File: config.mk
export PLATFORM = sky130hd
export DESIGN_NAME = button_input
export DESIGN_NICKNAME = d
export VERILOG_FILES = /design/src/button_input.sv
export SDC_FILE = /design/constraint.sdc
export NUM_CORES = 1
export LEC_CHECK = 0
export ABC_AREA = 1
export BUFFER_PORTS_ARGS = -buffer_cell sky130_fd_sc_hd__buf_2
export CORE_UTILIZATION = 55
export CTS_CLUSTER_SIZE = 8
export DETAILED_ROUTE_END_ITERATION = 10
export GPL_ROUTABILITY_DRIVEN = 1
export PLACE_DENSITY_LB_ADDON = 0.08
export SYNTH_ARGS = -nofsm -noshare
export SYNTH_HDL_FRONTEND = slang
export SYNTH_SLANG_ARGS = --single-unit
File: constraint.sdc
create_clock -name clk -period 3.7 [get_ports clk]
set_input_delay 0.555 -clock clk [delete_from_list [all_inputs] [get_ports clk]]
set_output_delay 0.555 -clock clk [all_outputs]
set_load 0.01 [all_outputs]
File: src/button_input.sv
// Button front end
// Slow tick generator and five-sample debouncers for the up and down buttons

`timescale 1ns/1ps
`default_nettype none

module button_input #(
	parameter int TICK_LOG2 = 13
) (
	input  logic clk,
	input  logic rst,
	input  logic btn_up_i,
	input  logic btn_down_i,
	output logic tick_o,
	output logic up_o,
	output logic down_o
);

	logic [TICK_LOG2-1:0] div_cnt;
	logic [1:0]           btn_raw;
	logic [1:0][4:0]      shift_q;

	always_ff @(posedge clk or posedge rst) begin
		if (rst)
			div_cnt <= '0;
		else
			div_cnt <= div_cnt + 1'b1;
	end

	// One cycle pulse as the divider wraps
	assign tick_o = &div_cnt;

	// Index 0 is up, index 1 is down
	assign btn_raw = {btn_down_i, btn_up_i};

	always_ff @(posedge clk or posedge rst) begin
		if (rst) begin
			shift_q <= '0;
		end else if (tick_o) begin
			for (int i = 0; i < 2; i++)
				shift_q[i] <= {shift_q[i][3:0], btn_raw[i]};
		end
	end

	// Pressed once five samples in a row are high
	assign up_o   = &shift_q[0];
	assign down_o = &shift_q[1];

endmodule

`default_nettype wire

Word level (Yosys, flattened, before mapping)

Index checks and enable logic that the tools add are counted.

Flip-flop bits (word level): 23
Input bits: 4
Word-level logic and storage cells: 7

Reductions and logical operators: 3
$add $sub $neg: 1

Operators with widths:

| kind                                                             | number |
|---|---|
| 13-bit by 1-bit adder with 13-bit output (second input constant) | 1 |
| 13-bit AND reduction                                             | 1 |
| 5-bit AND reduction                                              | 2 |

Depth between registers and ports, before layout

Depth in word-level cells: 1
Mapped depth: 8

Worst setup path after synthesis

No wires, ideal clock.

Path type: flip-flop to output port
From: reg div_cnt[0]
To: out tick_o
Arrival time: 1031 ps
Stages on the path, launching flop included: 7
Data required time: 3145 ps
Path buffers: 1
Setup slack: 2114 ps
Cells stage by stage: dfrtp_1 ha_1 nand2_1 nor2_2 nand2_2 nor2_4 buf_6

Cells in the longest elaborated chain, start to end: 1

RTL lines:

| element                | line | RTL |
|---|---|---|
| start, declared        | 19   | `logic [TICK_LOG2-1:0] div_cnt;` |
| start signal, assigned | 27   | `div_cnt <= div_cnt + 1'b1;` |
| 13-bit AND reduction   | 31   | `assign tick_o = &div_cnt;` |
| end, declared          | 14   | `output logic tick_o,` |

Every way passes these cells.

Worst setup path after layout

Same ends and word-level chain as after synthesis.

==> results.toml <==
[sta]
worst_pin_slew_ns = 0.8549
fin_tns_setup_ns = 0
rsz0062_at_grt = "false"
clock.fmax_ghz = 0.4639
skew_ns = 0.002766
layout_min_cycle_time_ns = 2.156
slew_headroom = 0.4295
hold_viol = 0
drv_slew = 0
period_share = 0.5826
setup_viol = 0

[place]
portBuffers = 6
place_congestion = 0.7327
dp_hpwl_mm = 1.171
dp_cells = 150

[clock_tree]
htree_levels = 1
post_cts_buffers = 0
ctsLongestPathBuffers = 2
cts_tree = "yes"
cts_root_buffer = "clkbuf_4"
cts_buffers = 3
cts_resized = 0
clock_sinks = 23
clk_pin_slew_ns = 0.12
insertion_delay_ns = 0.31
cts_hold_buf = 0

[yosys]
synth.distinct_cells = 15
synthTopCellsByCount = "49 x nand2_1, 23 x dfrtp_1, 10 x inv_1"
ys_seq_area_frac = 0.5522
synthTopCellsByArea = "dfrtp_1 55%, nand2_1 18%, inv_1 3.6%"
postSynthCellCount = 120
synth_edf_count = 0
ys.flop_type = "dfrtp_1"
synth_top_cell_by_area = "dfrtp_1"
yosys_warnings = 0
avgSynthCellArea_um2 = 8.685
synth_top_area_frac = 0.5522
synth_most_common_cell = "nand2_1"
synth_nets = 125
synth-async-reset-ratio = 1.000
syn_area_um2 = 1042
ys_seq_elements = 23

[power_and_ir_drop]
pwr-share-seq = 0.675
swShare = 0.2091
comb_power_share = 0.016
p_switching_mw = 0.07784
p_clk_frac = 0.309
irDropWorstVdd_mv = 0.2192
p_leak_nw = 0.5564
p_int_mw = 0.2945
powerDensity_nw_per_um2 = 332.9

[floorplanning]
dieArea_um2 = 2073
rows = 15
core_area_um2 = 1745
fp.dieW_um = 45.53
pin_count = 7
start_util = 0.5971
die_h_um = 45.53

[global_routing]
grt_remaining_overflow = 0
grt_use_total = 0.1889
grt_pass1_vias = 664
grt_max_degree = 24
antenna_found_initial = 0
grt_pass1_wl_mm = 2.711

[run]
maxCapViolations = 0

[final_layout]
syn_to_final_growth_pct = 7.323
fin_cells = 154
n_fill_cell = 162
nets = 135
antenna_cells = 0
layout-drive-gt1-share = 0.1550

[worst_setup_path]
crit_path_max_fanout = 11
cp.arrival_ns = 1.60
critPathKind = "reg -> out"
rrSetupSlack_ns = 2.27
cp-end-kind = "output pin"
cp_data_required_time_ns = 3.14
cp-start-kind = "flip-flop"

[drt]
drtPass1Iterations = 5
postRouteAntennaNets = 0
drt_iter0_drc = 8
totalWireLength_mm = 1.587
drc = 0
wire_per_inst_um = 10.31
vias = 746
routed_via_density = 4.844

[hold_path]
holdCritPathClass = "in -> async"

[status]
status = "completed"
[per-layer routing]
layer  vias up  routed length, um  global-route usage
li1        383                  -                   -
met5         -                  0                   0
met4         0                 21              0.1091
met1       354                774              0.2552
met2         7                761              0.2829
met3         2                 30             0.03571
[kinds of logic after synthesis]
family,Yosys count,synth area share
compound gates,2,0.009604
buf+inv,11,0.04682
flops,23,0.5522
simple gates,76,0.3205
xor+xnor,7,0.05882
fa+ha+maj,1,0.01200
[through the flow]
| step | hold slack, ns | power [mW] | util | setup WS (ns) | cell area, um2 |
|---|---|---|---|---|---|
| after CTS | 0.4107 | 0.3761 | 0.6409 | 1.526 | 1119 |
| after floorplan | 0.4226 | 0.2599 | - | 2.114 | 1042 |
| after global placement | 0.4341 | 0.2625 | 0.6258 | 1.927 | 1092 |
| after global routing | 0.4301 | 0.3883 | 0.6409 | 1.437 | 1119 |
| after detailed placement | 0.4476 | 0.2625 | 0.6258 | 1.887 | 1092 |
| final | 0.3988 | 0.3724 | 0.6409 | 1.544 | 1119 |
[power by group through the flow]
| stage | logic, mW | clock network (mW) | registers [mW] |
|---|---|---|---|
| final | 0.00611 | 0.115 | 0.251 |
| after global routing | 0.00742 | 0.129 | 0.251 |
| after CTS | 0.00637 | 0.118 | 0.251 |
| after detailed placement | 0.00636 | 0 | 0.256 |
| after global placement | 0.00637 | 0 | 0.256 |
| after floorplan | 0.00375 | 0 | 0.256 |
[area by class of cell]
| type | instances | area (um2) | share of cell area |
|---|---|---|---|
| clock buffers | 4 | 26.28 | 0.02349 |
| inverters | 10 | 37.54 | 0.03356 |
| multi-input cells | 86 | 417.9 | 0.3736 |
| flip-flops and latches | 23 | 575.6 | 0.5145 |
| well taps | 25 | 31.28 | 0.02796 |
| repair buffers | 6 | 30.03 | 0.02685 |
[worst max-delay path: stages, from the launching register on]
cell and delay (ns):
dfrtp_1 0.39, ha_1 0.21, nand2_1 0.08, nor2_2 0.09, nand2_2 0.10, nor2_4 0.24, buf_2 0.18
[cells in the final DEF (no fill, tap or decap)]
master,n
nand2_1,49
dfrtp_1,23
inv_1,10
nor2_1,8
nand2_2,6
nand3_1,6
buf_2,6
xor2_1,4
nor2_2,3
xnor2_1,3
clkbuf_4,3
nor2_4,2
o21ai_0,2
nor3_1,1
nand4_1,1
ha_1,1
clkbuf_1,1
[state kept, by name, summed over array words and instances, names as in the netlist]
name	cells
shift_q	10
div_cnt	13
[final timing paths]
kind,startpoint,endpoint,cells past startpoint
min reg2reg,div_cnt[0]$_DFF_PP0_,div_cnt[0]$_DFF_PP0_,1
min in group clk,btn_down_i,shift_q[5]$_DFFE_PP0P_,3
max,div_cnt[0]$_DFF_PP0_,tick_o,6
min,rst,div_cnt[0]$_DFF_PP0_,2
max reg2reg,div_cnt[0]$_DFF_PP0_,shift_q[3]$_DFFE_PP0P_,6
max in group asynchronous,rst,shift_q[8]$_DFFE_PP0P_,2
Note: power is estimated with default switching activity, not from simulation.
