### src/vga_pkg.sv
// Shared types and constants of the VGA tile game renderer
// 640x480 at 60 Hz timing, tile geometry, colour keys and motion states

`default_nettype none

package vga_pkg;

	////////////////////////////////////////////////////////////////////////////
	// Types
	////////////////////////////////////////////////////////////////////////////

	typedef logic [11:0] rgb_t;
	typedef logic [9:0]  coord_t;
	typedef logic [9:0]  img_addr_t;
	typedef logic [2:0]  tile_code_t;
	typedef logic [1:0]  img_sel_t;

	typedef enum logic [1:0] {
		MOVE_STOP,
		MOVE_DOWN,
		MOVE_UP
	} move_state_t;

	// Image select codes on the load port and for the sprite frame
	localparam img_sel_t IMG_FRONT = 2'd0;
	localparam img_sel_t IMG_UP0   = 2'd1;
	localparam img_sel_t IMG_UP1   = 2'd2;
	localparam img_sel_t IMG_ATLAS = 2'd3;

	////////////////////////////////////////////////////////////////////////////
	// Display timing, syncs active low
	////////////////////////////////////////////////////////////////////////////

	localparam int H_DISPLAY = 640;
	localparam int H_FRONT   = 16;
	localparam int H_SYNC    = 96;
	localparam int H_TOTAL   = 800;
	localparam int V_DISPLAY = 480;
	localparam int V_FRONT   = 10;
	localparam int V_SYNC    = 2;
	localparam int V_TOTAL   = 525;

	////////////////////////////////////////////////////////////////////////////
	// Tiles and sprite
	////////////////////////////////////////////////////////////////////////////

	localparam int MAP_COLS    = 20;
	localparam int MAP_ROWS    = 10;
	localparam int TILE_SIZE   = 16;
	localparam int SPRITE_SIZE = 16;
	// Size on screen after doubling
	localparam int SPRITE_LEN  = 32;

	localparam rgb_t TRANSPARENT_KEY = 12'hCBE;
	localparam int PLAYER_ROW_INIT   = 300;
	localparam int PLAYER_COL_INIT   = 300;

endpackage

`default_nettype wire

### src/player_motion.sv
// Player motion
// Step FSM that walks the sprite 32 rows per press and picks the walking frame

`timescale 1ns/1ps
`default_nettype none

module player_motion #(
	parameter int WALK_DELAY = 6
) (
	input  logic              clk,
	input  logic              rst,
	input  logic              tick_i,
	input  logic              up_i,
	input  logic              down_i,
	output vga_pkg::coord_t   row_o,
	output vga_pkg::coord_t   col_o,
	output vga_pkg::img_sel_t frame_o
);

	// Five extra bits give 32 steps per move
	localparam int CNT_W = WALK_DELAY + 5;

	vga_pkg::move_state_t state_q;
	vga_pkg::move_state_t state_d;
	logic [CNT_W-1:0]     cnt_q;
	logic [CNT_W-1:0]     cnt_d;
	vga_pkg::coord_t      row_q;
	logic                 moving;
	logic                 step;

	assign moving = (state_q == vga_pkg::MOVE_UP) || (state_q == vga_pkg::MOVE_DOWN);
	assign step   = moving && (cnt_q[WALK_DELAY-1:0] == '0);

	////////////////////////////////////////////////////////////////////////////
	// State and step counter
	////////////////////////////////////////////////////////////////////////////

	always_comb begin
		state_d = state_q;
		cnt_d   = cnt_q;
		case (state_q)
			vga_pkg::MOVE_STOP: begin
				// Up wins when both are held
				if (up_i) begin
					state_d = vga_pkg::MOVE_UP;
					cnt_d   = '1;
				end else if (down_i) begin
					state_d = vga_pkg::MOVE_DOWN;
					cnt_d   = '1;
				end
			end
			vga_pkg::MOVE_UP, vga_pkg::MOVE_DOWN: begin
				if (cnt_q == '0)
					state_d = vga_pkg::MOVE_STOP;
				else
					cnt_d = cnt_q - 1'b1;
			end
			default: begin
				state_d = vga_pkg::MOVE_STOP;
				cnt_d   = '0;
			end
		endcase
	end

	always_ff @(posedge clk or posedge rst) begin
		if (rst) begin
			state_q <= vga_pkg::MOVE_STOP;
			cnt_q   <= '0;
			row_q   <= vga_pkg::coord_t'(vga_pkg::PLAYER_ROW_INIT);
		end else if (tick_i) begin
			state_q <= state_d;
			cnt_q   <= cnt_d;
			if (step) begin
				if (state_q == vga_pkg::MOVE_UP)
					row_q <= row_q - 1'b1;
				else
					row_q <= row_q + 1'b1;
			end
		end
	end

	assign row_o = row_q;
	// No horizontal movement in this level
	assign col_o = vga_pkg::coord_t'(vga_pkg::PLAYER_COL_INIT);

	// Walking frames alternate only while moving up
	always_comb begin
		frame_o = vga_pkg::IMG_FRONT;
		if (state_q == vga_pkg::MOVE_UP)
			frame_o = cnt_q[WALK_DELAY+3] ? vga_pkg::IMG_UP1 : vga_pkg::IMG_UP0;
	end

endmodule

`default_nettype wire

### config.mk
export PLATFORM = sky130hd
export DESIGN_NAME = player_motion
export DESIGN_NICKNAME = d
export VERILOG_FILES = /design/src/vga_pkg.sv /design/src/player_motion.sv
export SDC_FILE = /design/constraint.sdc
export NUM_CORES = 1
export LEC_CHECK = 0
export BUFFER_PORTS_ARGS = -buffer_cell sky130_fd_sc_hd__buf_4
export CAP_MARGIN = 20
export CORE_AREA = 5 5 71 60
export DETAILED_ROUTE_END_ITERATION = 8
export DIE_AREA = 0 0 76 65
export PLACE_DENSITY = 0.86
export SETUP_SLACK_MARGIN = 0.1
export SLEW_MARGIN = 20
export SYNTH_ARGS = -nofsm -noshare
export SYNTH_HDL_FRONTEND = slang
export SYNTH_SLANG_ARGS = --single-unit
### constraint.sdc
create_clock -name clk -period 2.9 [get_ports clk]
set_input_delay 0.29 -clock clk [delete_from_list [all_inputs] [get_ports clk]]
set_output_delay 0.29 -clock clk [all_outputs]
set_load 0.05 [all_outputs]
# Word level (Yosys, flattened, before mapping)
# Index checks and enable logic that the tools add are counted.
# totals
reg_bits,23
output_inout_bits,22
wordCells,31
# classes
addsub,3
n_eq_ne,5
muxes,11
reduce_logical,9
# op_table
operator,n
2-to-1 mux 11 bit,3
case mux 11 bit (2 select lines),1
logical NOT 11 bit,1
"subtractor 11 x 1 -> 11 bit, second input constant",1
"adder 10 x 1 -> 10 bit, second input constant",1
2-to-1 mux 10 bit,1
2-to-1 mux 2 bit,5
"subtractor 10 x 1 -> 10 bit, second input constant",1
logical NOT 6 bit,1
AND reduction 3 bit,2
"!= test 2 bit, second input constant",2
case mux 2 bit (2 select lines),1
"!= test 3 bit, second input constant",1
"== test 2 x 1 -> 1 bit, second input constant",1
"== test 2 bit, second input constant",1
logical NOT 2 bit,1
AND reduction 2 bit,1
OR reduction 2 bit,1
logical AND 1 bit,1
logical OR 1 bit,1

# Longest topological paths before layout
# depth
depth_word,4
ltp_mapped,12
ltp_nobuf,10

# Worst setup path before layout
# OpenSTA, ideal clock, no wires.
# synth_path
kind,reg-to-reg
start,register state_q[0]
end,"register row_q[6], in the netlist row_o[6]"
setup_ns,0.083
arrival_time_ns,2.367
slack_ns,0.450
stages_incl_launch_ff,13
cell_sequence,dfrtp_1 inv_1 ha_1 clkbuf_8 clkbuf_8 xor2_1 ha_1 nor3_1 a21oi_1 o221ai_1 mux2_2 a21oi_1 xor2_1
# synth_via
elab_chain_len,4
# synth_lines
item,line_no,text
start: declaration,player_motion.sv:23,vga_pkg::move_state_t state_q;
start signal: assignment,player_motion.sv:67,state_q <= vga_pkg::MOVE_STOP;
start signal: assignment,player_motion.sv:71,state_q <= state_d;
== test 2 bit / == test 2 x 1 -> 1 bit (equally long branches),"player_motion.sv:31, player_motion.sv:74",
logical OR 1 bit,player_motion.sv:31,assign moving = (state_q == vga_pkg::MOVE_UP) || (state_q == vga_pkg::MOVE_DOWN);
logical AND 1 bit,player_motion.sv:32,assign step = moving && (cnt_q[WALK_DELAY-1:0] == '0);
AND reduction 2 bit (no source line),n/a,
end signal: assignment,player_motion.sv:69,row_q <= vga_pkg::coord_t'(vga_pkg::PLAYER_ROW_INIT);
end signal: assignment,player_motion.sv:75,row_q <= row_q - 1'b1;
end signal: assignment,player_motion.sv:77,row_q <= row_q + 1'b1;
end: declaration,player_motion.sv:27,vga_pkg::coord_t row_q;
# Parallel ways exist; a longest one is shown, timed or not.
# A chain may end at the register's enable or synchronous reset.

# Final worst setup path
# Same ends and word-level chain as after synthesis.

==> impl_metrics.json <==
{
  "powerDensity_mw_per_mm2": 1020,
  "reg2reg_from": "state_q[0]$_DFFE_PP0P_",
  "netlist_area_mm2": 0.00183,
  "synthesis.yosys.warnings": 0,
  "critPathMaxFanout": 8,
  "synth_compound_area_share_pct": 22.0,
  "async_flop_share_pct": 100,
  "min_period_ns": 2.53,
  "num-fill-cells": 338,
  "synth_ff_type": "dfrtp_1",
  "crit_chain": "inv_1, ha_2, xor2_1, ha_1, nor3_1, a21oi_1, o221ai_1, mux2_2, a21oi_1, xor2_1",
  "setup_tns_ns": 0,
  "grt_pass1_vias": 1404,
  "syn2layout_area_growth_pct": 4.31,
  "totalWireLength_mm": 3.87,
  "die_area_mm2": 0.00494,
  "yosys.area_share.adder_pct": 4.79,
  "clockRootBuffer": "clkbuf_8",
  "drive_above_1_share_pct": 15.4,
  "gp_congestion": 0.939,
  "grt_max_degree": 24,
  "synth.distinct_cells": 49,
  "multiInputGateArea_mm2": 0.00102,
  "nets": 241,
  "holdBufCountCts": 0,
  "r2r_cells": 10,
  "die_y_um": 65,
  "wl_per_cell_um": 14.2,
  "htree_levels": 1,
  "slew_violations": 0,
  "vias_per_cell": 5.84,
  "fin_util_pct": 53.3,
  "coreArea_mm2": 0.00358,
  "relSlewSlack_pct": 40.7,
  "numPortBuffers": 16,
  "std_cell_rows": 20,
  "worstPathRequired_ns": 3.09,
  "grt_overflow_total": 0,
  "ios": 27,
  "synthMuxAreaShare_pct": 2.33,
  "clkTransAtPathRegs_ns": 0.08,
  "crit_type": "flop to flop",
  "cp-start-kind": "flop",
  "final-setup-viol-count": 0,
  "finalHoldViolCount": 0,
  "design_area_mm2": 0.00191,
  "grt_pass1_wl_mm": 6.65,
  "die_x_um": 76,
  "cts_tree": "yes",
  "ys_ff_latch": 23,
  "grt.total_usage_pct": 16.1,
  "diodes": 0,
  "ys_seq_area_share_pct": 31.8,
  "fmaxAchievable_mhz": 395,
  "cts_sinks": 23,
  "post-place-ws_ns": 0.337,
  "drc": 0,
  "p_leak_nw": 0.870,
  "hold_ws_ns": 0.210,
  "crit_path_end_kind": "flop",
  "synth-edff-count": 0,
  "synth_top_family_by_area": "compound AO/OA/AOI/OAI gates",
  "ir_drop_mv": 0.368,
  "start_util_pct": 51.1,
  "regArea_um2": 581,
  "min_path_type": "primary input to asynchronous set/reset pin",
  "path_delay_family": "compound AO/OA/AOI/OAI gates",
  "cts_buffers": 3,
  "detail-route-antenna-nets": 0,
  "cp_slowest_cell": "dfrtp_1",
  "maxCapViolations": 0,
  "post_synth.cell_area_avg_um2": 8.31,
  "clk-insertion-delay-late_ns": 0.26,
  "antenna_found_initial": 0,
  "ff2ff_setup_slack_ns": 0.37,
  "dp_hpwl_mm": 2.85,
  "finalCritPeriodShare_pct": 87.4,
  "outcome": "finished, final reports clean",
  "tightest_slew_ns": 0.889,
  "fin_skew_ns": 0.00257,
  "r2r-end": "row_o[6]$_DFFE_PP0P_",
  "num_vias": 1589,
  "final_cell_mix": "27 x o21ai_0, 21 x nand2_1, 20 x buf_4",
  "post_dp_cell_area_mm2": 0.00186,
  "synth_xor_xnor_area_share_pct": 6.23,
  "layout_commonest_cell": "o21ai_0",
  "drtPass1Iterations": 4,
  "clk_path_buf_depth": 2,
  "drt_iter0_markers": 137,
  "max_stage_delay_ns": 0.41,
  "arrival_ns": 2.73,
  "postSynthCellCount": 220,
  "postCtsSetupBuffers": 0,
  "path_buf_inv": 1,
  "finalWorstSetupSlack_ns": 0.366,
  "yosys.area_share.simple_pct": 18.3,
  "rsz0062_at_grt": "false"
}
==> power by group <==
part           leakage, nW  internal [mW]  total (mW)  switching (mW)
clock network       0.0255         0.0960       0.201           0.105
logic                0.568          0.423        1.13           0.708
registers            0.276          0.454       0.617           0.163
total                0.870          0.974        1.95           0.976
==> synthesized netlist by cell type (2+ instances only) <==
master	instances	area, µm²
a211oi_1	2	15.0
a21o_1	2	15.0
a21oi_1	15	75.1
a31oi_1	6	37.5
and3_1	3	18.8
buf_2	2	10.0
buf_4	10	75.1
buf_6	2	22.5
clkbuf_1	3	11.3
clkbuf_8	6	82.6
conb_1	2	7.51
dfrtp_1	19	475
dfstp_2	4	105
ha_1	7	87.6
inv_1	14	52.6
mux2_2	2	22.5
mux2i_1	2	20.0
nand2_1	21	78.8
nand2b_1	3	18.8
nand4b_1	2	17.5
nor2_1	15	56.3
nor2b_1	4	25.0
nor3_1	7	35.0
nor4_1	2	12.5
o211ai_1	2	15.0
o21ai_0	27	135
o221ai_1	2	17.5
o31ai_1	2	15.0
xnor2_1	9	78.8
xor2_1	4	35.0
==> final cells by class <==
cell class | count | area share [%]
clock buffer | 3 | 2.17
clock inverter | 1 | 0.262
inverter | 14 | 2.76
multi-input combinational | 167 | 53.6
sequential | 23 | 30.4
tap | 44 | 2.89
timing repair buffer | 20 | 7.87
==> cells by family after synthesis <==
| kind of cell | after synthesis |
|---|---|
| AOI/OAI and AO/OA | 67 |
| xor gates and xnor gates | 13 |
| adders and majority gates | 7 |
| buffers and inverters | 38 |
| DFF | 23 |
| muxes | 4 |
| other | 2 |
| and+or+nand+nor | 66 |
==> metrics by stage <==
stage | power, mW | std cells
after detailed placement | 1.73 | 268
after global placement | 1.69 | 268
after CTS | 1.94 | 272
after global routing | 2.12 | 272
final | 1.95 | 272
after floorplan | 1.55 | 228
==> timing repair <==
item,CTS,global route
endpoints found under the setup margin,0,1
hold endpoints to repair,0,0
resized for setup,0,1
==> worst reg2reg max path, delay by kind of cell (launching register included) <==
kind,cells,cell delay (ns)
and+or+nand+nor,1,0.21
AOI/OAI and AO/OA,3,0.56
DFF,1,0.41
xor gates and xnor gates,2,0.26
muxes,1,0.38
buffers and inverters,1,0.12
adders and majority gates,2,0.52
==> layer usage <==
layer  track usage (%)  share of wire [%]  routed length [µm]
met3              3.75                6.8                 263
met5                 0                  0                   0
met1              22.2                 47                1810
met2              24.8                 44                1720
met4              4.89                2.0                  76
==> registers in the layout, indices dropped and copies added, names as in the netlist <==
signal / flops
cnt_q: 11
row_o: 10
state_q: 2
==> worst max path at each step <==
stage                           startpoint                   end  slack, ns  cells past startpoint
floorplan           state_q[0]$_DFFE_PP0P_  row_o[6]$_DFFE_PP0P_       0.45                     12
global placement    state_q[0]$_DFFE_PP0P_  row_o[7]$_DFFE_PP0P_       0.47                      9
detailed placement  state_q[0]$_DFFE_PP0P_  row_o[6]$_DFFE_PP0P_       0.34                     10
CTS                 state_q[0]$_DFFE_PP0P_  row_o[6]$_DFFE_PP0P_       0.31                     10
global route        state_q[0]$_DFFE_PP0P_  row_o[6]$_DFFE_PP0P_       0.18                     10
finish              state_q[0]$_DFFE_PP0P_  row_o[6]$_DFFE_PP0P_       0.37                     10
No activity file was read; power rests on OpenSTA's default activity.
