### src/vga_pkg.sv
// Shared types and constants of the VGA tile game renderer
// 640x480 at 60 Hz timing, tile geometry, colour keys and motion states

`default_nettype none

package vga_pkg;

	////////////////////////////////////////////////////////////////////////////
	// Types
	////////////////////////////////////////////////////////////////////////////

	typedef logic [11:0] rgb_t;
	typedef logic [9:0]  coord_t;
	typedef logic [9:0]  img_addr_t;
	typedef logic [2:0]  tile_code_t;
	typedef logic [1:0]  img_sel_t;

	typedef enum logic [1:0] {
		MOVE_STOP,
		MOVE_DOWN,
		MOVE_UP
	} move_state_t;

	// Image select codes on the load port and for the sprite frame
	localparam img_sel_t IMG_FRONT = 2'd0;
	localparam img_sel_t IMG_UP0   = 2'd1;
	localparam img_sel_t IMG_UP1   = 2'd2;
	localparam img_sel_t IMG_ATLAS = 2'd3;

	////////////////////////////////////////////////////////////////////////////
	// Display timing, syncs active low
	////////////////////////////////////////////////////////////////////////////

	localparam int H_DISPLAY = 640;
	localparam int H_FRONT   = 16;
	localparam int H_SYNC    = 96;
	localparam int H_TOTAL   = 800;
	localparam int V_DISPLAY = 480;
	localparam int V_FRONT   = 10;
	localparam int V_SYNC    = 2;
	localparam int V_TOTAL   = 525;

	////////////////////////////////////////////////////////////////////////////
	// Tiles and sprite
	////////////////////////////////////////////////////////////////////////////

	localparam int MAP_COLS    = 20;
	localparam int MAP_ROWS    = 10;
	localparam int TILE_SIZE   = 16;
	localparam int SPRITE_SIZE = 16;
	// Size on screen after doubling
	localparam int SPRITE_LEN  = 32;

	localparam rgb_t TRANSPARENT_KEY = 12'hCBE;
	localparam int PLAYER_ROW_INIT   = 300;
	localparam int PLAYER_COL_INIT   = 300;

endpackage

`default_nettype wire

### src/vga_timing_if.sv
// Pixel position and raw syncs from the timing generator to the renderer

`timescale 1ns/1ps
`default_nettype none

interface vga_timing_if;

	// Both positions read zero while blanking
	vga_pkg::coord_t h_pos;
	vga_pkg::coord_t v_pos;
	logic            active;
	logic            hsync_raw;
	logic            vsync_raw;

	modport source (
		output h_pos,
		output v_pos,
		output active,
		output hsync_raw,
		output vsync_raw
	);

	modport sink (
		input h_pos,
		input v_pos,
		input active,
		input hsync_raw,
		input vsync_raw
	);

endinterface

`default_nettype wire

### src/vga_timing.sv
// VGA timing generator for 640x480
// Free running pixel and line counters with registered active low syncs

`timescale 1ns/1ps
`default_nettype none

module vga_timing (
	input  logic         clk,
	input  logic         rst,
	vga_timing_if.source tim
);

	localparam int H_SYNC_START = vga_pkg::H_DISPLAY + vga_pkg::H_FRONT;
	localparam int H_SYNC_END   = H_SYNC_START + vga_pkg::H_SYNC;
	localparam int V_SYNC_START = vga_pkg::V_DISPLAY + vga_pkg::V_FRONT;
	localparam int V_SYNC_END   = V_SYNC_START + vga_pkg::V_SYNC;

	vga_pkg::coord_t pixel_cnt;
	vga_pkg::coord_t line_cnt;
	logic            line_end;
	logic            h_in_sync;
	logic            v_in_sync;
	logic            hsync_q;
	logic            vsync_q;
	logic            active;

	assign line_end = (int'(pixel_cnt) == vga_pkg::H_TOTAL - 1);

	always_ff @(posedge clk or posedge rst) begin
		if (rst) begin
			pixel_cnt <= '0;
			line_cnt  <= '0;
		end else if (line_end) begin
			pixel_cnt <= '0;
			if (int'(line_cnt) == vga_pkg::V_TOTAL - 1)
				line_cnt <= '0;
			else
				line_cnt <= line_cnt + 1'b1;
		end else begin
			pixel_cnt <= pixel_cnt + 1'b1;
		end
	end

	// Sync pulses lag the count by one register
	assign h_in_sync = (int'(pixel_cnt) >= H_SYNC_START) && (int'(pixel_cnt) < H_SYNC_END);
	assign v_in_sync = (int'(line_cnt) >= V_SYNC_START) && (int'(line_cnt) < V_SYNC_END);

	always_ff @(posedge clk or posedge rst) begin
		if (rst) begin
			hsync_q <= 1'b1;
			vsync_q <= 1'b1;
		end else begin
			hsync_q <= ~h_in_sync;
			vsync_q <= ~v_in_sync;
		end
	end

	assign active = (int'(pixel_cnt) < vga_pkg::H_DISPLAY) &&
	                (int'(line_cnt) < vga_pkg::V_DISPLAY);

	assign tim.active    = active;
	assign tim.h_pos     = active ? pixel_cnt : '0;
	assign tim.v_pos     = active ? line_cnt : '0;
	assign tim.hsync_raw = hsync_q;
	assign tim.vsync_raw = vsync_q;

endmodule

`default_nettype wire

### src/flat_wrapper.sv
// flat-port wrapper written by rule: the top's interface ports become plain ports
module vga_timing_flat 
  (clk, rst, tim_h_pos, tim_v_pos, tim_active, tim_hsync_raw, tim_vsync_raw);
  vga_timing_if tim_i ();
  input  logic clk;
  input  logic rst;
  output wire logic [$bits(tim_i.h_pos)-1:0] tim_h_pos;
  output wire logic [$bits(tim_i.v_pos)-1:0] tim_v_pos;
  output wire logic [$bits(tim_i.active)-1:0] tim_active;
  output wire logic [$bits(tim_i.hsync_raw)-1:0] tim_hsync_raw;
  output wire logic [$bits(tim_i.vsync_raw)-1:0] tim_vsync_raw;
  assign tim_h_pos = tim_i.h_pos;
  assign tim_v_pos = tim_i.v_pos;
  assign tim_active = tim_i.active;
  assign tim_hsync_raw = tim_i.hsync_raw;
  assign tim_vsync_raw = tim_i.vsync_raw;
  vga_timing u_core (.clk(clk), .rst(rst), .tim(tim_i));
endmodule
### config.mk
export PLATFORM = sky130hd
export DESIGN_NAME = vga_timing_flat
export DESIGN_NICKNAME = d
export VERILOG_FILES = /design/src/vga_pkg.sv /design/src/vga_timing_if.sv /design/src/vga_timing.sv /design/src/flat_wrapper.sv
export SDC_FILE = /design/constraint.sdc
export NUM_CORES = 1
export LEC_CHECK = 0
export ABC_AREA = 0
export BUFFER_PORTS_ARGS = -buffer_cell sky130_fd_sc_hd__buf_2
export CAP_MARGIN = 20
export CORE_UTILIZATION = 54
export DETAILED_ROUTE_END_ITERATION = 7
export PLACE_DENSITY_LB_ADDON = 0.1
export SLEW_MARGIN = 20
export SYNTH_ARGS = -nofsm -noshare
export SYNTH_HDL_FRONTEND = slang
export SYNTH_SLANG_ARGS = --single-unit
### constraint.sdc
create_clock -name clk -period 1.9 [get_ports clk]
set_input_delay 0.095 -clock clk [delete_from_list [all_inputs] [get_ports clk]]
set_output_delay 0.095 -clock clk [all_outputs]
set_load 0.02 [all_outputs]
After elaboration in Yosys (flattened, before gate mapping):

Index checks and enable logic that the tools add are counted.

* word-level logic and storage cells: 23
* register bits: 22
* input port bits: 2
* output and inout bits: 23

* reductions and logical operators: 3
* add/sub/neg operators: 2
* multiplexer cells: 4
* bitwise operators: 2
* equality and inequality tests: 2
* magnitude comparators: 6

Operators with widths (number)
* 10-bit 2-to-1 mux: 4
* 10-bit by 1-bit adder with 10-bit output, second input constant: 2
* 10-bit less-than comparator, second input constant: 2
* 10-bit by 9-bit less-than comparator with 1-bit output, second input constant: 2
* 10-bit == test, second input constant: 1
* 10-bit by 9-bit == test with 1-bit output, second input constant: 1
* 10-bit greater-or-equal comparator, second input constant: 1
* 10-bit by 9-bit greater-or-equal comparator with 1-bit output, second input constant: 1
* 1-bit logical AND: 3
* 1-bit NOT: 2

Depth between registers and ports, before layout:

Gate-level depths: netlist (run 1).

* depth after elaboration: 3
* gate-level depth with buffers: 8
* gate-level depth less buffers: 6

Least setup slack after synthesis (run 1):

No wires, ideal clock.

* path type: reg-to-reg
* start point: register u_core.pixel_cnt[0]
* end point: register u_core.line_cnt[4]
* stages on the path, launching flop included: 8
* clock period less this slack: 1.692 ns
* buffers on the path: 2
* required time: 1.775 ns
* library setup time: 0.125 ns
* arrival: 1.567 ns
* slack: 0.208 ns
* path through: dfrtp_1 ha_1 and4_1 buf_4 and4b_1 buf_4 nand3_2 mux2_4

* cells in the longest elaborated chain, start to end: 1

RTL lines
* from (decl): RTL line vga_timing.sv:18 `vga_pkg::coord_t pixel_cnt;`
* from (signal assigned): RTL line vga_timing.sv:40 `pixel_cnt <= pixel_cnt + 1'b1;`
* 10-bit by 9-bit == test with 1-bit output: RTL line vga_timing.sv:27 `assign line_end = (int'(pixel_cnt) == vga_pkg::H_TOTAL - 1);`
* to (signal assigned): RTL line vga_timing.sv:38 `line_cnt <= line_cnt + 1'b1;`
* to (decl): RTL line vga_timing.sv:19 `vga_pkg::coord_t line_cnt;`

Every way passes these cells.
A chain may end at the register's enable or synchronous reset.

Final worst setup path (run 1):

* start point: register u_core.line_cnt[6]
* end point: output tim_h_pos[6]

* cells in the longest elaborated chain, start to end: 3

RTL lines
* 10-bit by 9-bit less-than comparator with 1-bit output: RTL line vga_timing.sv:59 `(int'(line_cnt) < vga_pkg::V_DISPLAY);`
* 1-bit logical AND: RTL line vga_timing.sv:58 `assign active = (int'(pixel_cnt) < vga_pkg::H_DISPLAY) &&`
* 10-bit 2-to-1 mux: RTL line vga_timing.sv:62 `assign tim.h_pos = active ? pixel_cnt : '0;`
* to (decl): RTL line flat_wrapper.sv:7 `output wire logic [$bits(tim_i.h_pos)-1:0] tim_h_pos;`

Every way passes these cells.

==> results of run 1 <==
## routing by layer
metal / up-vias / global-route usage [%]
met5: - / 0
met4: 0 / 5.56
met3: 2 / 2.73
met2: 35 / 38.9
met1: 551 / 40.1
li1: 540 / -
## through the flow
| stage | util, % | TNS (ns) | instance area [µm²] |
|---|---|---|---|
| after detailed placement | 64.8 | 0 | 1450 |
| after floorplan | - | 0 | 1280 |
| after global placement | 64.8 | 0 | 1450 |
| final | 71.8 | 0 | 1600 |
| after global routing | 71.8 | -0.00539 | 1600 |
| after CTS | 68.4 | -0.0130 | 1530 |
## cells in the final DEF, fill, tap and decap left out, drive strengths merged
cell type / instances
a21oi: 2
a221oi: 1
a31oi: 2
and2: 17
and3: 4
and4: 2
and4b: 1
buf: 40
clkbuf: 4
conb: 1
dfrtp: 20
dfstp: 2
dlygate4sd3: 1
ha: 4
inv: 7
mux2: 1
nand2: 5
nand2b: 1
nand3: 14
nand4: 5
nand4b: 1
nor2: 9
nor2b: 1
nor3: 3
nor3b: 1
nor4: 5
nor4b: 2
o21a: 1
o21ai: 4
o31a: 1
xnor2: 4
xor2: 6
## repair_timing
item / in CTS / in global routing
hold buffers: 1 / 0
hold endpoints to repair: 20 / 0
buffers inserted: 3 / 4
resized for setup: 2 / 16
pin swaps: 0 / 2
gates cloned: 1 / 0
endpoints found under the setup margin: 10 / 16
## logic make-up after synthesis
kind of cell,Yosys count
AO/OA/AOI/OAI,11
XOR/XNOR,10
adder cells (fa/ha/maj),4
buffers and inverters,16
flip-flops,22
multiplexers,1
other,1
AND/OR/NAND/NOR,71
## how the worst max path moves through the flow
| stage | end | startpoint | cells after the start |
|---|---|---|---|
| 2_1_floorplan | u_core.line_cnt[4] | u_core.pixel_cnt[0] | 7 |
| 3_3_place_gp | u_core.line_cnt[6] | u_core.pixel_cnt[0] | 6 |
| 3_5_place_dp | u_core.line_cnt[6] | u_core.pixel_cnt[0] | 6 |
| 4_1_cts | tim_h_pos[9] | u_core.line_cnt[6] | 6 |
| 5_1_grt | u_core.line_cnt[6] | u_core.pixel_cnt[0] | 6 |
| 6_report | tim_h_pos[6] | u_core.line_cnt[6] | 6 |
## critical path, stage by stage (launching register included)
cell,delay (ns)
sky130_fd_sc_hd__dfrtp_1,0.42
sky130_fd_sc_hd__and3_4,0.18
sky130_fd_sc_hd__and2_4,0.16
sky130_fd_sc_hd__nor3_4,0.24
sky130_fd_sc_hd__buf_6,0.17
sky130_fd_sc_hd__and2_1,0.12
sky130_fd_sc_hd__buf_2,0.15
## power by group
part / leakage (nW) / internal [W] / switching (W) / total [W]
clock network: 0.0210 / 0.000117 / 0.000151 / 0.000268
logic: 0.491 / 0.00000358 / 0.0000116 / 0.0000152
registers: 0.284 / 0.000468 / 0 / 0.000468
total: 0.796 / 0.000589 / 0.000163 / 0.000751
## sequential cells by signal, indices dropped and copies added, names as in the netlist
register and cells:
u_core.line_cnt 10, u_core.pixel_cnt 10, u_core.tim.hsync_raw 1, u_core.tim.vsync_raw 1
## cell type report
| cell class | instances | area (µm²) | area share, % |
|---|---|---|---|
| multi-input combinational | 98 | 673 | 42.0 |
| sequential | 22 | 554 | 34.6 |
| timing repair buffer | 41 | 279 | 17.4 |
| clock buffer | 4 | 36.3 | 2.26 |
| tap | 28 | 35.0 | 2.18 |
| inverter | 7 | 26.3 | 1.64 |
==> reports/metrics.cfg, run 1 <==
[timing]
final-setup-viol-count=0
setup_slack_ns=0.0457
timing.hold.ws_ns=0.341
skew_ns=0.0104
layout_worst_path_cycle_share_pct=97.6
max_freq_mhz=539
post-route-min-period_ns=1.85
final_max_slew_viol_count=0
final_hold_viol_count=0

[setup_path]
worst-endpoint-arrival_ns=1.76
r2r.worst_path.cells=6
end_kind=output port
worstPathRequired_ns=1.80
r2r_setup_slack_ns=0.14
max_fo_critical_path=6
critical_path.startpoint_type=flop
ff_to_ff_start=u_core.pixel_cnt[0]
worstReg2RegEnd=u_core.line_cnt[6]
path_class=reg2out

[place]
gp_congestion=0.828
place.detailed.instances=187
place_ws_ns=0.140
detailed_placer_s_ending_hpwl_um=2000
placement.io_buffers=23

[clock_network]
number_of_buffers_added_by_the_clock_tree_synthesis_step=3
cts_max_path_buffers=2
cts_sinks=22
cts-htree-levels=1
cts_tree=done
cts_root_buf=sky130_fd_sc_hd__clkbuf_4
path_clk_slew_ns=0.14
worstSkewPairLatency_ns=0.31

[drt]
detailedRoute.firstPassIterationCount=4
drt-met1-wl_um=1450
wire_per_inst_um=14.9
met3_length_um=109
drt_first_iter_violations=25
routed_antenna_nets=0
vias=1128
detail_route.wirelength_um=2980
via_cell_ratio=5.64
maxUsedRoutingLayer=met4
met2_wirelength_um=1410
route.detailed.drc=0

[synthesis]
synth_enable_flop_cells=0
synth_async_sr_flop_share_pct=100
syn-mean-instance-area_um2=9.42
main_combinational_cell_family_by_area_after_synthesis=simple AND/OR/NAND/NOR gates
post-synth-top-count-cell=sky130_fd_sc_hd__dfrtp_1
synth_fa_ha_area_share_pct=3.91
share_of_the_synthesized_area_in_the_top_cell_type_pct=39.1
postSynthCellCount=136
synthesis.yosys.warnings=0
yosys_most_used_dff=sky130_fd_sc_hd__dfrtp_1
post_synth_most_frequent_cells=sky130_fd_sc_hd__dfrtp_1, sky130_fd_sc_hd__and2_1, sky130_fd_sc_hd__nand3_1
synth_cell_types=35
synth_simple_gate_area_share_pct=32.8
synth.area.mux_share_pct=1.17
synth_compound_gate_area_share_pct=5.76
net_count_after_synthesis=142
ys_top_cells_by_area=sky130_fd_sc_hd__dfrtp_1, sky130_fd_sc_hd__and2_1, sky130_fd_sc_hd__nand3_1
synthesis.area_um2=1280
synth_largest_area_cell=sky130_fd_sc_hd__dfrtp_1
synth_xor_area_share_pct=6.84
ys_seq_area_share_pct=43.2
ys_seq_elements=22

[die]
fp.dieH_um=50.7
start_util_pct=57.4
ioPinCount=25
floorplan.die_area_um2=2570
floorplan.core_area_um2=2230
placement_rows=17
die_w_um=50.7

[layout]
inserted_diodes=0
flow.area_growth_from_synthesis_pct=25.2
instances_no_fill=200
drive_gt1_share_pct=32.6
final_nets=179
fillCellCount=170

[power]
peak_supply_drop_mv=0.379
report.power.total_w=0.000751
power_leakage_nw=0.796
cellPowerDensity_nw_per_um2=468

[worst_hold_path]
hold_path_class=in2async

[global_routing]
grt_max_degree=23
grt_antenna_before_repair=0
gr-total-overflow=0
grt_pass1_wl_um=4840
grtUsageTotal_pct=25.9
first_global_vias=990

[run_status]
status=finished clean

[job]
maxCapViolCount=0

Note: power is estimated with default switching activity, not from simulation.
==> run 2: changes to the inputs <==
- CORE_UTILIZATION: 54 -> 35
- clock period: 1.9 -> 1.6 ns (I/O delays scaled with it)
==> run 2 against run 1 <==
Design area rose by 22%. The run now ends with setup timing left. Final cell count up 18%. Global-route usage is 7.8 points lower. Flip-flop and latch count unchanged. Wire length is 13% higher. Non-clock buffer count up 19. Clock skew decreased by 0.0073 ns. Critical path depth stayed put. Sequential share of layout area shrank 6.4 points. Sequential power rose by 19%. Clock power fell by 3%.
==> reports/metrics.cfg, run 2 (synthesized netlist as in run 1, its figures left out) <==
[run_status]
status=finished, violations left
violations=setup timing

[die]
ioPinCount=25
floorplan.core_area_um2=3420
placement_rows=21
die_w_um=62.5
start_util_pct=37.5
floorplan.die_area_um2=3910
fp.dieH_um=62.5

[global_routing]
grt_antenna_before_repair=0
grtUsageTotal_pct=18.1
first_global_vias=1127
gr-total-overflow=0
grt_max_degree=23
grt_pass1_wl_um=5540

[timing]
max-slew-margin-rel_pct=66.4
skew_ns=0.00307
layout_worst_path_cycle_share_pct=114
worst_slew_pin_slew_ns=0.504
setup_slack_ns=-0.218
totalNegativeSetupSlack_ns=-3.85
final-setup-viol-count=25
max_freq_mhz=550
final_max_slew_viol_count=0
final_hold_viol_count=0
post-route-min-period_ns=1.82
grt_setup_unrepaired=true

[clock_network]
path_clk_slew_ns=0.13
cts_sinks=22
number_of_buffers_added_by_the_clock_tree_synthesis_step=3
cts-htree-levels=1
cts_tree=done
cts_root_buf=sky130_fd_sc_hd__clkbuf_4
cts_max_path_buffers=2
worstSkewPairLatency_ns=0.31

[setup_path]
r2r_setup_slack_ns=-0.10
cpMostUsedCell=sky130_fd_sc_hd__buf_6
critical_path.startpoint_type=flop
end_kind=output port
critPathLaunch=u_core.pixel_cnt[7]
r2r.worst_path.cells=7
worstPathRequired_ns=1.52
path_delay_family=simple AND/OR/NAND/NOR gates
timing.critical_path.to=tim_h_pos[6]
ff_to_ff_start=u_core.pixel_cnt[7]
worstReg2RegEnd=u_core.line_cnt[8]
path_cells=buf_6, o21a_4, nor3_4, buf_6, and2_2, buf_6
max_fo_critical_path=6
path_class=reg2out
worst-endpoint-arrival_ns=1.74
number_of_buffers_and_inverters_on_the_critical_path=3
crit_slowest_cell=sky130_fd_sc_hd__dfrtp_1
crit_cells=6
worst_path_largest_cell_delay_ns=0.41

[drt]
routed_antenna_nets=0
vias=1188
wire_per_inst_um=14.3
route.detailed.drc=0
drt_first_iter_violations=39
via_cell_ratio=5.03
detailedRoute.firstPassIterationCount=4
detail_route.wirelength_um=3380

[power]
cellPowerDensity_nw_per_um2=425
power_leakage_nw=0.945
report.power.total_w=0.000835
peak_supply_drop_mv=0.320

[job]
maxCapViolCount=0

[layout]
most_common_cell_after_layout_fill_and_taps_aside=sky130_fd_sc_hd__buf_4
inserted_diodes=0
fillCellCount=303
final_nets=198
layout.cells.most_common_list=sky130_fd_sc_hd__buf_4, sky130_fd_sc_hd__buf_6, sky130_fd_sc_hd__dfrtp_1, sky130_fd_sc_hd__nand3_1
instances_no_fill=236
drive_gt1_share_pct=52.6
post-route-util_pct=57.4
reg.largest.list=u_core.line_cnt (10), u_core.pixel_cnt (10)
flow.area_growth_from_synthesis_pct=53.1

[worst_hold_path]
hold_path_class=in2async

[place]
placement.io_buffers=23
place_ws_ns=0.0236
detailed_placer_s_ending_hpwl_um=2270
place.detailed.instances=220
gp_congestion=0.819

run 2: worst min path at each step:
stage                     start                   to  slack (ns)  cells past startpoint
after CTS                   rst   u_core.line_cnt[3]        0.34                      4
after floorplan             rst   u_core.line_cnt[0]        0.07                      1
after global placement      rst  u_core.pixel_cnt[9]        0.14                      3
final                       rst   u_core.line_cnt[3]        0.33                      4
after global routing        rst  u_core.pixel_cnt[7]        0.36                      4
after detailed placement    rst  u_core.pixel_cnt[9]        0.13                      3
run 2: per-layer routing:
metal	GRT usage, %	share of wire (%)
met1	26.8	51
met2	26.8	44
met3	2.55	3.2
met4	6.10	1.7
met5	0	0
run 2: worst min-delay path, delay by kind of cell:
family / cells / cell delay (ns)
buffers and inverters: 4 / 0.97
run 2: area by class of cell:
cell class	count	area, µm²	share of cell area [%]
Timing Repair Buffer	60	526	26.8
Clock buffer	3	22.5	1.15
Multi-Input combinational cell	98	777	39.6
Tap cell	46	57.6	2.93
Inverter	7	26.3	1.34
Sequential cell	22	553	28.2
run 2: per-stage QoR:
step                      hold WS [ns]  instance area [µm²]
final                            0.332                 1960
after CTS                        0.336                 1810
after global routing             0.362                 1960
after global placement           0.137                 1600
after floorplan                 0.0677                 1300
after detailed placement         0.133                 1600
run 2: power by group:
group          leakage, nW  switching, W  internal (W)
Sequential           0.286             0      0.000556
Clock               0.0138      0.000173     0.0000879
Combinational        0.645     0.0000136    0.00000425
Total                0.945      0.000186      0.000648
run 2: timing repair:
item	CTS	global route
hold buffers	1	0
pin swaps	6	13
gates resized for setup	49	26
gates cloned	1	0
buffers inserted	4	7
endpoints found under the hold margin	20	0
endpoints found under the setup margin	20	29
==> run 3: changes to the inputs <==
- BUFFER_PORTS_ARGS: -buffer_cell sky130_fd_sc_hd__buf_2 -> not set
- DONT_BUFFER_PORTS: not set -> 1
==> run 3 against run 2 <==
The run still ends with setup timing left. Hold slack lost 0.14 ns. Clock skew grew 0.011 ns. Wire length grew 4.2%. Combinational power shrank 4%. Utilization shrank 2.1 points. Final cell count shrank 3.4%. Sequential power is essentially flat. Setup slack gained 0.019 ns. Largest power group unchanged.
==> reports/metrics.cfg, run 3 (synthesized netlist as in run 1, its figures left out) <==
[power]
peak_supply_drop_mv=0.357
cellPowerDensity_nw_per_um2=537
power_leakage_nw=0.904

[timing]
skew_ns=0.0142
post-route-min-period_ns=1.80
setup_slack_ns=-0.198
final-setup-viol-count=30
final_hold_viol_count=0
final_max_slew_viol_count=0
max_freq_mhz=556
layout_worst_path_cycle_share_pct=112
grt_setup_unrepaired=true

[drt]
route.detailed.drc=0
wire_per_inst_um=15.4
detail_route.wirelength_um=3520
detailedRoute.firstPassIterationCount=4
vias=1179
routed_antenna_nets=0
drt_first_iter_violations=58
via_cell_ratio=5.17

[global_routing]
first_global_vias=1154
grt_antenna_before_repair=0
grt_max_degree=14
grt_pass1_wl_um=5690
grtUsageTotal_pct=18.6
gr-total-overflow=0

[setup_path]
path_delay_family=simple AND/OR/NAND/NOR gates
r2r.worst_path.cells=6
worst_path_largest_cell_delay_ns=0.42
number_of_buffers_and_inverters_on_the_critical_path=2
crit_cells=6
path_cells=and3_4, and2_4, nor3_4, buf_4, buf_6, and2_2
path_class=reg2out
crit_slowest_cell=sky130_fd_sc_hd__dfrtp_1
worstPathRequired_ns=1.52
end_kind=output port
max_fo_critical_path=5
worst-endpoint-arrival_ns=1.72
critical_path.startpoint_type=flop

[die]
fp.dieH_um=62.5
die_w_um=62.5
floorplan.core_area_um2=3420
floorplan.die_area_um2=3910
start_util_pct=37.5
placement_rows=21
ioPinCount=25

[clock_network]
cts-htree-levels=1
worstSkewPairLatency_ns=0.32
number_of_buffers_added_by_the_clock_tree_synthesis_step=3
cts_root_buf=sky130_fd_sc_hd__clkbuf_4
cts_max_path_buffers=2
cts_sinks=22
path_clk_slew_ns=0.14
cts_tree=done

[layout]
post-route-util_pct=55.4
layout.cells.most_common_list=sky130_fd_sc_hd__buf_4, sky130_fd_sc_hd__dfrtp_1, sky130_fd_sc_hd__and2_4, sky130_fd_sc_hd__buf_6, sky130_fd_sc_hd__nand3_1
fin_area_um2=1890
drive_gt1_share_pct=48.9
inserted_diodes=0
area_taken_by_multi_input_logic_gates_um2=772
register_area_um2=553
final_nets=189
fillCellCount=302
flow.area_growth_from_synthesis_pct=47.7
reg.largest.list=u_core.line_cnt (10), u_core.pixel_cnt (10)
most_common_cell_after_layout_fill_and_taps_aside=sky130_fd_sc_hd__buf_4

[place]
detailed_placer_s_ending_hpwl_um=2250
gp_congestion=0.772
placement.io_buffers=0
postPlaceCellArea_um2=1540

[job]
maxCapViolCount=0

[run_status]
violations=setup timing
status=finished, violations left

[worst_hold_path]
hold_path_class=in2async

-- run 3: path summary, 6_finish.rpt --
path                                          start              endpoint  slack [ns]
min in group clk                u_core.pixel_cnt[0]   u_core.pixel_cnt[0]        0.57
worst min-delay path                            rst   u_core.pixel_cnt[5]        0.19
max in group asynchronous                       rst  u_core.tim.vsync_raw        0.80
worst min register to register  u_core.pixel_cnt[0]   u_core.pixel_cnt[0]        0.57
worst max register to register  u_core.pixel_cnt[7]    u_core.line_cnt[4]       -0.11
worst max-delay path             u_core.line_cnt[7]          tim_h_pos[4]       -0.20
-- run 3: final cells by class --
cell class / instances / area share (%)
multi-input cells: 98 / 40.8
flip-flops and latches: 22 / 29.2
clock buffers: 3 / 1.19
inverters: 7 / 1.39
clock inverters: 1 / 1.59
repair buffers: 51 / 22.8
well taps: 46 / 3.04
-- run 3: per-layer routing --
metal | vias up | wire length, µm | global-route usage (%)
met3 | 4 | 103 | 2.92
li1 | 560 | - | -
met2 | 15 | 1700 | 28.1
met5 | - | 0 | 0
met4 | 0 | 36 | 6.10
met1 | 600 | 1680 | 26.8
-- run 3: through the flow --
stage                     power [W]  setup TNS (ns)  setup slack (ns)  hold slack (ns)  cells
after floorplan            0.000579          -0.197           -0.0403           0.0677    136
after detailed placement   0.000583               0            0.0239           0.0144    205
after global routing        0.00106           -5.94            -0.277            0.205    228
after global placement     0.000583               0            0.0278          0.00460    205
after CTS                   0.00102           -2.77            -0.167            0.213    218
final                       0.00102           -3.65            -0.198            0.192    228
-- run 3: worst reg2reg max path: cells and delay by family, from the launching register on --
kind,cells,cell delay (ns)
buffers and inverters,2,0.25
flip-flops,1,0.42
multiplexers,1,0.30
AND/OR/NAND/NOR,3,0.66
-- run 3: where the power goes --
| part | internal (W) | leakage [nW] | switching, W |
|---|---|---|---|
| registers | 0.000556 | 0.286 | 0 |
| clock network | 0.000253 | 0.0279 | 0.000189 |
| logic | 0.00000338 | 0.590 | 0.0000138 |
-- run 3: what timing repair did --
item	4_1_cts	5_1_grt
setup endpoints to repair	21	29
resized for setup	29	25
hold buffers	1	0
buffers inserted	7	9
hold endpoints to repair	10	0
pin swaps	9	7
cloned	1	1
